### src/hdl/motion_params.svh
`ifndef MOTION_PARAMS_SVH
`define MOTION_PARAMS_SVH

// Host command word width
`define WORD_BITS 64

// Ring buffer address bits, 4 entries
`define MOVE_BUFFER_BITS 2

// Substep accumulator level that produces one step
`define STEP_THRESHOLD 64'sd2147483648

`define RESET_DIVISOR 8'd3

`define VERSION_MAJOR 8'd0
`define VERSION_MINOR 8'd3
`define VERSION_PATCH 8'd1

`endif
### src/hdl/motion_pkg.sv
`default_nettype none

package motion_pkg;

  // Header byte, bits 63:56 of the first word of a command
  typedef enum logic [7:0] {
    CMD_COORDINATED_STEP = 8'h01,
    CMD_MOTOR_ENABLE     = 8'h0a,
    CMD_CLK_DIVISOR      = 8'h0b,
    CMD_API_VERSION      = 8'hfe
  } cmd_op_e;

  // Which word the decoder expects next
  typedef enum logic [1:0] {
    S_HEADER,
    S_DURATION,
    S_INCREMENT,
    S_INCINC
  } dec_state_e;

endpackage

`default_nettype wire

### src/hdl/move_if.sv
`default_nettype none

`include "motion_params.svh"

interface move_if;

  logic                         push;      // Entry strobe or entry live
  logic                         dir;
  logic [`WORD_BITS-1:0]        duration;  // In DDA ticks
  logic signed [`WORD_BITS-1:0] increment;
  logic signed [`WORD_BITS-1:0] incinc;    // Ramp added per tick

  modport producer (
    output push,
    output dir,
    output duration,
    output increment,
    output incinc
  );

  modport consumer (
    input push,
    input dir,
    input duration,
    input increment,
    input incinc
  );

endinterface

`default_nettype wire

### src/hdl/motion_ctrl_top.sv
`default_nettype none

`include "motion_params.svh"

module motion_ctrl_top (
  input  wire logic                  CLK,
  input  wire logic                  resetn,
  input  wire logic                  word_valid,
  input  wire logic [`WORD_BITS-1:0] word_data,
  input  wire logic                  halt,
  output logic [`WORD_BITS-1:0]      reply_data,
  output logic                       step,
  output logic                       dir,
  output logic                       enable,
  output logic                       buffer_room,
  output logic                       move_done
);

  logic [7:0] clock_divisor;
  logic       pending;
  logic       take;
  logic       tick;
  logic       run;

  move_if wr_mv ();  // Decoder into the ring
  move_if rd_mv ();  // Ring head to the stepper

  cmd_decoder dec0 (
    .CLK           (CLK),
    .resetn        (resetn),
    .word_valid    (word_valid),
    .word_data     (word_data),
    .reply_data    (reply_data),
    .enable        (enable),
    .clock_divisor (clock_divisor),
    .mv            (wr_mv.producer)
  );

  move_buffer buf0 (
    .CLK     (CLK),
    .resetn  (resetn),
    .halt    (halt),
    .wr      (wr_mv.consumer),
    .rd      (rd_mv.producer),
    .pending (pending),
    .take    (take),
    .room    (buffer_room)
  );

  tick_divider div0 (
    .CLK           (CLK),
    .resetn        (resetn),
    .run           (run),
    .clock_divisor (clock_divisor),
    .tick          (tick)
  );

  dda_stepper stp0 (
    .CLK       (CLK),
    .resetn    (resetn),
    .halt      (halt),
    .mv        (rd_mv.consumer),
    .pending   (pending),
    .take      (take),
    .tick      (tick),
    .run       (run),
    .step      (step),
    .dir       (dir),
    .move_done (move_done)
  );

endmodule

`default_nettype wire

### src/hdl/dda_stepper.sv
`default_nettype none

`include "motion_params.svh"

module dda_stepper (
  input  wire logic CLK,
  input  wire logic resetn,
  input  wire logic halt,
  move_if.consumer  mv,
  input  wire logic pending,
  output logic      take,
  input  wire logic tick,
  output logic      run,
  output logic      step,
  output logic      dir,
  output logic      move_done
);

  logic                         busy;
  logic [`WORD_BITS-1:0]        remaining;  // Ticks left in the move
  logic signed [`WORD_BITS-1:0] inc_q;      // Current ramped increment
  logic signed [`WORD_BITS-1:0] acc_q;      // Substep accumulator
  logic signed [`WORD_BITS-1:0] acc_sum;
  logic                         step_q;
  logic                         last_tick;

  assign acc_sum   = acc_q + inc_q;
  assign last_tick = (remaining <= 1);
  assign run       = busy;

  // Combinational so the cursor moves on the same edge the move ends
  assign take = busy && tick && last_tick && !halt;

  assign step = step_q && !halt;

  always_ff @(posedge CLK) begin
    if (!resetn) begin
      busy      <= 1'b0;
      acc_q     <= '0;
      step_q    <= 1'b0;
      move_done <= 1'b0;
      dir       <= 1'b0;
    end else begin
      step_q <= 1'b0;
      if (halt) begin
        busy <= 1'b0; // Abandon, accumulator kept
      end else if (!busy) begin
        if (pending && mv.push) begin
          busy <= 1'b1;
          dir  <= mv.dir;
        end
      end else if (tick) begin
        if (acc_sum >= `STEP_THRESHOLD) begin
          acc_q  <= acc_sum - `STEP_THRESHOLD;
          step_q <= 1'b1;
        end else begin
          acc_q <= acc_sum;
        end
        if (last_tick) begin
          busy      <= 1'b0;
          move_done <= ~move_done;
        end
      end
    end
  end

  // Move payload
  always_ff @(posedge CLK) begin
    if (!busy) begin
      remaining <= mv.duration;
      inc_q     <= mv.increment;
    end else if (tick) begin
      remaining <= remaining - 1'b1;
      inc_q     <= inc_q + mv.incinc; // Second order ramp
    end
  end

endmodule

`default_nettype wire

### src/hdl/tick_divider.sv
`default_nettype none

`include "motion_params.svh"

module tick_divider (
  input  wire logic       CLK,
  input  wire logic       resetn,
  input  wire logic       run,
  input  wire logic [7:0] clock_divisor,
  output logic            tick
);

  logic [7:0] count;

  // Period is clock_divisor + 1 cycles
  assign tick = run && (count == 8'd0);

  always_ff @(posedge CLK) begin
    if (!resetn) begin
      count <= `RESET_DIVISOR;
    end else if (!run) begin
      count <= clock_divisor; // Preload while idle
    end else if (count == 8'd0) begin
      count <= clock_divisor;
    end else begin
      count <= count - 8'd1;
    end
  end

endmodule

`default_nettype wire

### src/hdl/move_buffer.sv
`default_nettype none

`include "motion_params.svh"

module move_buffer (
  input  wire logic CLK,
  input  wire logic resetn,
  input  wire logic halt,
  move_if.consumer  wr,
  move_if.producer  rd,
  output logic      pending,
  input  wire logic take,
  output logic      room
);

  localparam int DEPTH = 1 << `MOVE_BUFFER_BITS;

  // Extra msb tells full from empty
  logic [`MOVE_BUFFER_BITS:0] wr_ptr;
  logic [`MOVE_BUFFER_BITS:0] rd_ptr;

  logic                         dir_mem    [DEPTH];
  logic [`WORD_BITS-1:0]        dur_mem    [DEPTH];
  logic signed [`WORD_BITS-1:0] inc_mem    [DEPTH];
  logic signed [`WORD_BITS-1:0] incinc_mem [DEPTH];

  logic empty;
  logic full;

  assign empty = (wr_ptr == rd_ptr);
  assign full  = (wr_ptr[`MOVE_BUFFER_BITS] != rd_ptr[`MOVE_BUFFER_BITS]) &&
                 (wr_ptr[`MOVE_BUFFER_BITS-1:0] == rd_ptr[`MOVE_BUFFER_BITS-1:0]);

  assign pending = !empty;
  assign room    = !full;

  always_ff @(posedge CLK) begin
    if (!resetn) begin
      wr_ptr <= '0;
      rd_ptr <= '0;
    end else begin
      if (wr.push && !full) begin
        wr_ptr <= wr_ptr + 1'b1;
      end
      if (halt) begin
        rd_ptr <= wr_ptr; // Drop everything queued
      end else if (take && !empty) begin
        rd_ptr <= rd_ptr + 1'b1;
      end
    end
  end

  always_ff @(posedge CLK) begin
    if (wr.push && !full) begin
      dir_mem[wr_ptr[`MOVE_BUFFER_BITS-1:0]]    <= wr.dir;
      dur_mem[wr_ptr[`MOVE_BUFFER_BITS-1:0]]    <= wr.duration;
      inc_mem[wr_ptr[`MOVE_BUFFER_BITS-1:0]]    <= wr.increment;
      incinc_mem[wr_ptr[`MOVE_BUFFER_BITS-1:0]] <= wr.incinc;
    end
  end

  // Head entry, usable only outside halt
  assign rd.push      = !empty && !halt;
  assign rd.dir       = dir_mem[rd_ptr[`MOVE_BUFFER_BITS-1:0]];
  assign rd.duration  = dur_mem[rd_ptr[`MOVE_BUFFER_BITS-1:0]];
  assign rd.increment = inc_mem[rd_ptr[`MOVE_BUFFER_BITS-1:0]];
  assign rd.incinc    = incinc_mem[rd_ptr[`MOVE_BUFFER_BITS-1:0]];

endmodule

`default_nettype wire

### src/hdl/cmd_decoder.sv
`default_nettype none

`include "motion_params.svh"

module cmd_decoder (
  input  wire logic                  CLK,
  input  wire logic                  resetn,
  input  wire logic                  word_valid,
  input  wire logic [`WORD_BITS-1:0] word_data,
  output logic [`WORD_BITS-1:0]      reply_data,
  output logic                       enable,
  output logic [7:0]                 clock_divisor,
  move_if.producer                   mv
);

  import motion_pkg::*;

  localparam logic [`WORD_BITS-1:0] VERSION_WORD = {
    {(`WORD_BITS-24){1'b0}}, `VERSION_MAJOR, `VERSION_MINOR, `VERSION_PATCH
  };

  dec_state_e state;
  cmd_op_e    header;

  assign header = cmd_op_e'(word_data[`WORD_BITS-1 -: 8]);

  // Control state, reply and settings
  always_ff @(posedge CLK) begin
    if (!resetn) begin
      state         <= S_HEADER;
      reply_data    <= '0;
      enable        <= 1'b0;
      clock_divisor <= `RESET_DIVISOR;
      mv.push       <= 1'b0;
    end else begin
      mv.push <= 1'b0; // One cycle strobe
      if (word_valid) begin
        reply_data <= '0;
        case (state)
          S_HEADER: begin
            case (header)
              CMD_COORDINATED_STEP: state <= S_DURATION;
              CMD_MOTOR_ENABLE:     enable <= word_data[0];
              CMD_CLK_DIVISOR:      clock_divisor <= word_data[7:0];
              CMD_API_VERSION:      reply_data <= VERSION_WORD;
              default: ;            // Unknown header dropped
            endcase
          end
          S_DURATION:  state <= S_INCREMENT;
          S_INCREMENT: state <= S_INCINC;
          S_INCINC: begin
            state   <= S_HEADER;
            mv.push <= 1'b1; // All three data words in
          end
          default: state <= S_HEADER;
        endcase
      end
    end
  end

  // Move fields, each captured on its own word
  always_ff @(posedge CLK) begin
    if (word_valid) begin
      case (state)
        S_HEADER: begin
          if (header == CMD_COORDINATED_STEP) begin
            mv.dir <= word_data[0];
          end
        end
        S_DURATION:  mv.duration <= word_data;
        S_INCREMENT: mv.increment <= word_data;
        S_INCINC:    mv.incinc <= word_data;
        default: ;
      endcase
    end
  end

endmodule

`default_nettype wire

### config.mk
export PLATFORM = sky130hd
export DESIGN_NAME = motion_ctrl_top
export DESIGN_NICKNAME = d
export VERILOG_FILES = /design/src/hdl/motion_pkg.sv /design/src/hdl/move_if.sv /design/src/hdl/motion_ctrl_top.sv /design/src/hdl/dda_stepper.sv /design/src/hdl/tick_divider.sv /design/src/hdl/move_buffer.sv /design/src/hdl/cmd_decoder.sv
export VERILOG_INCLUDE_DIRS = /design/src /design/src/hdl
export SDC_FILE = /design/constraint.sdc
export NUM_CORES = 1
export LEC_CHECK = 0
export BUFFER_PORTS_ARGS = -buffer_cell sky130_fd_sc_hd__buf_2
export CORE_MARGIN = 5
export CORE_UTILIZATION = 45
export DETAILED_ROUTE_END_ITERATION = 16
export MAX_ROUTING_LAYER = met4
export PLACE_DENSITY = 0.66
export SETUP_SLACK_MARGIN = 0.5
export SYNTH_ARGS = -nofsm -noshare
export SYNTH_HDL_FRONTEND = slang
export SYNTH_SLANG_ARGS = --single-unit
### constraint.sdc
create_clock -name CLK -period 6.5 [get_ports CLK]
set_input_delay 1.625 -clock CLK [delete_from_list [all_inputs] [get_ports CLK]]
set_output_delay 1.625 -clock CLK [all_outputs]
set_load 0.01 [all_outputs]
==> results.json <==
{
  "run_status": "complete, no violations",
  "via_count": 30400,
  "io_pins": 137,
  "drt_first_pass_iters": 6,
  "clock-sinks": 1190,
  "cts_hold_buf": 0,
  "final_max_slew_viol_count": 0,
  "min-delay-start": "stp0.acc_q[22]$_SDFFE_PN0P_",
  "cts.path.max_buffers": 3,
  "core_region_area_mm2": 0.117,
  "yosys_warnings": 0,
  "cts_root_buf": "clkbuf_16",
  "grt_overflow_total": 0,
  "n_fill_cell": 9719,
  "row_count": 126,
  "synth_commonest_cells": "edfxtp_1, nand2_1, o21ai_0",
  "max_freq_ghz": 0.182,
  "synthFlopType": "edfxtp_1",
  "areaGrowthSynthToFinish_pct": 10.7,
  "gp_congestion": 0.954,
  "yosysTopAreaCellShare_pct": 61.9,
  "finalNonFillerCells": 5328,
  "die_area_mm2": 0.125,
  "post-route-period-util_pct": 84.5,
  "clk_pin_slew_ns": 0.07,
  "design_area_mm2": 0.0587,
  "io_buffers": 75,
  "drt_iter0_drc": 2504,
  "placed_cell_area_mm2": 0.0549,
  "min_period_ns": 5.49,
  "relSlewSlack_pct": 30.3,
  "avgRoutedWirePerCell_um": 22.1,
  "ant_nets": 0,
  "vias_per_cell": 5.71,
  "numCtsBuffers": 111,
  "peakVddDrop_mv": 0.298,
  "antenna_found_initial": 3,
  "start_kind": "flip-flop",
  "grt_start_max_net_pins": 106,
  "whs_ns": 0.457,
  "avgSynthCellArea_um2": 14.6,
  "hold_path.class": "flip-flop to flip-flop",
  "worst_pin_slew_ns": 1.04,
  "ys_types": 106,
  "crit_type": "flip-flop to flip-flop",
  "holdPathEnd": "stp0.acc_q[22]$_SDFFE_PN0P_",
  "worstPathMaxFanout": 53,
  "hold_depth": 2,
  "seqCellArea_mm2": 0.0348,
  "r2r_end": "stp0.inc_q[62]$_DFFE_PP_",
  "ff2ff_setup_slack_ns": 1.01,
  "nets": 3911,
  "die_h_um": 353,
  "yosysSeqAreaShare_pct": 65.6,
  "skew_ns": 0.0416,
  "layout-drive-gt1-share_pct": 14.5,
  "yosysMostFrequentCell": "edfxtp_1",
  "finalHoldViolations": 0,
  "synth_area_leaders": "edfxtp_1, mux4_2, dfxtp_1",
  "dp_hpwl_um": 76500,
  "ys_ff_latch": 1190,
  "crit_path_end_kind": "flip-flop",
  "die_w_um": 353,
  "synth_top_area_cell": "edfxtp_1",
  "dp.cells": 5124,
  "netlist_area_mm2": 0.0530,
  "grtUsageTotal_pct": 19.2,
  "wl_um": 118000,
  "power.density_mw_per_mm2": 268,
  "cts_max_level": 3,
  "multiInputGateArea_mm2": 0.0172,
  "p_leak_nw": 19.7,
  "cp.arrival_ns": 5.91,
  "drc_errors": 0,
  "initial_utilization_pct": 45.1,
  "tritoncts": "yes",
  "finalSetupTns_ns": 0,
  "final_core_util_pct": 49.9,
  "setup_viol": 0,
  "reg2reg_depth": 16,
  "synth_edf_count": 1093,
  "grt_pass1_wl_um": 181000,
  "clock_latency_ns": 0.70,
  "first_global_vias": 30100,
  "maxCapViolCount": 0,
  "worst_ep_required_time_ns": 6.92,
  "synthArstFlopShare_pct": 0,
  "synth_cells": 3619,
  "rsz0062_at_grt": "no"
}
[through the flow]
step                      setup slack [ns]  total power, W
final                                 1.01          0.0157
after global routing                 0.571          0.0163
after CTS                            0.607          0.0158
after detailed placement             0.596         0.00930
after global placement               0.622         0.00930
after floorplan                      0.597         0.00910
[power breakdown]
part,switching (W),leakage [nW],internal (W)
combinational,0.000466,7.12,0.000302
clock,0.00276,1.81,0.00380
sequential,0.0000573,10.8,0.00832
[layer usage]
metal	vias to the layer above	GRT usage (%)	wire length (um)
met3	156	2.10	5290
met5	-	-	0
met2	723	31.1	57200
met1	15400	26.1	52200
li1	14200	-	-
met4	0	5.20	2790
[sequential cells by signal (all words and copies together) (netlist names), 4 cells and up, named ones only]
signal,flops
dec0.mv.incinc,64
stp0.inc_q,64
stp0.remaining,64
div0.count,8
buf0.inc_mem,256
dec0.mv.duration,64
buf0.dir_mem,4
buf0.incinc_mem,256
buf0.dur_mem,256
dec0.mv.increment,64
stp0.acc_q,64
dec0.clock_divisor,8
[how the worst max path moves through the flow]
stage	start	endpoint
floorplan	buf0.rd_ptr[0]$_SDFFE_PN0N_	buf0.dir_mem[3]$_DFFE_PP_
global placement	flip-flop	stp0.inc_q[62]$_DFFE_PP_
detailed placement	flip-flop	stp0.inc_q[62]$_DFFE_PP_
CTS	flip-flop	stp0.inc_q[62]$_DFFE_PP_
global route	flip-flop	stp0.inc_q[63]$_DFFE_PP_
finish	flip-flop	stp0.inc_q[62]$_DFFE_PP_
[final cells by class]
cell class,instances,area share [%]
diodes,1,0.00427
inverters,50,0.337
repair buffers,122,1.39
flip-flops and latches,1190,59.3
multi-input cells,2226,29.4
clock buffers,129,4.90
well taps,1536,3.28
clock inverters,74,1.42
[kinds of logic after synthesis]
kind of cell,Yosys count,synth area share (%)
flip-flops,1190,65.6
AND/OR/NAND/NOR,861,7.82
AO/OA/AOI/OAI,763,9.11
buffers and inverters,263,2.39
multiplexers,218,8.69
XOR/XNOR,181,3.01
adder cells (fa/ha/maj),142,3.38
other,1,0.00708
[what timing repair did]
item                       in CTS  in global routing
setup endpoints to repair       0                  4
resized for setup               0                  2
setup buffers                   0                  0
[cells in the final DEF (no fill, tap or decap), types with 23 or more instances in the layout]
cell	Yosys	routed
nor3_1	52	51
o21ai_0	223	223
clkinv_1	1	27
buf_4	65	40
a211oi_1	27	27
o21a_1	23	23
xor2_1	80	80
mux4_2	193	193
conb_1	1	61
xnor2_1	100	100
o211ai_1	23	23
a31oi_1	29	29
inv_1	49	47
clkbuf_16	0	111
buf_2	18	75
nand2_1	332	332
ha_1	140	140
nor2_1	175	175
nand3_1	47	47
a21oi_1	211	211
nand4_1	44	44
a21o_1	71	71
edfxtp_1	1093	1093
dfxtp_1	97	95
or3_1	28	28
[critical path, stage by stage, from the launching register on]
cell	delay, ns
dfxtp_4	0.64
buf_12	0.41
mux4_2	0.59
ha_1	0.45
nand2_1	0.14
o21ai_0	0.19
a21oi_1	0.10
o21ai_0	0.23
a22oi_1	0.14
o21ai_0	0.64
nor4b_2	0.19
buf_4	0.20
o31ai_1	0.47
a21oi_1	0.24
o21ai_0	0.25
xnor2_1	0.14
o21ai_0	0.08
Power figures use the tool's default switching activity.
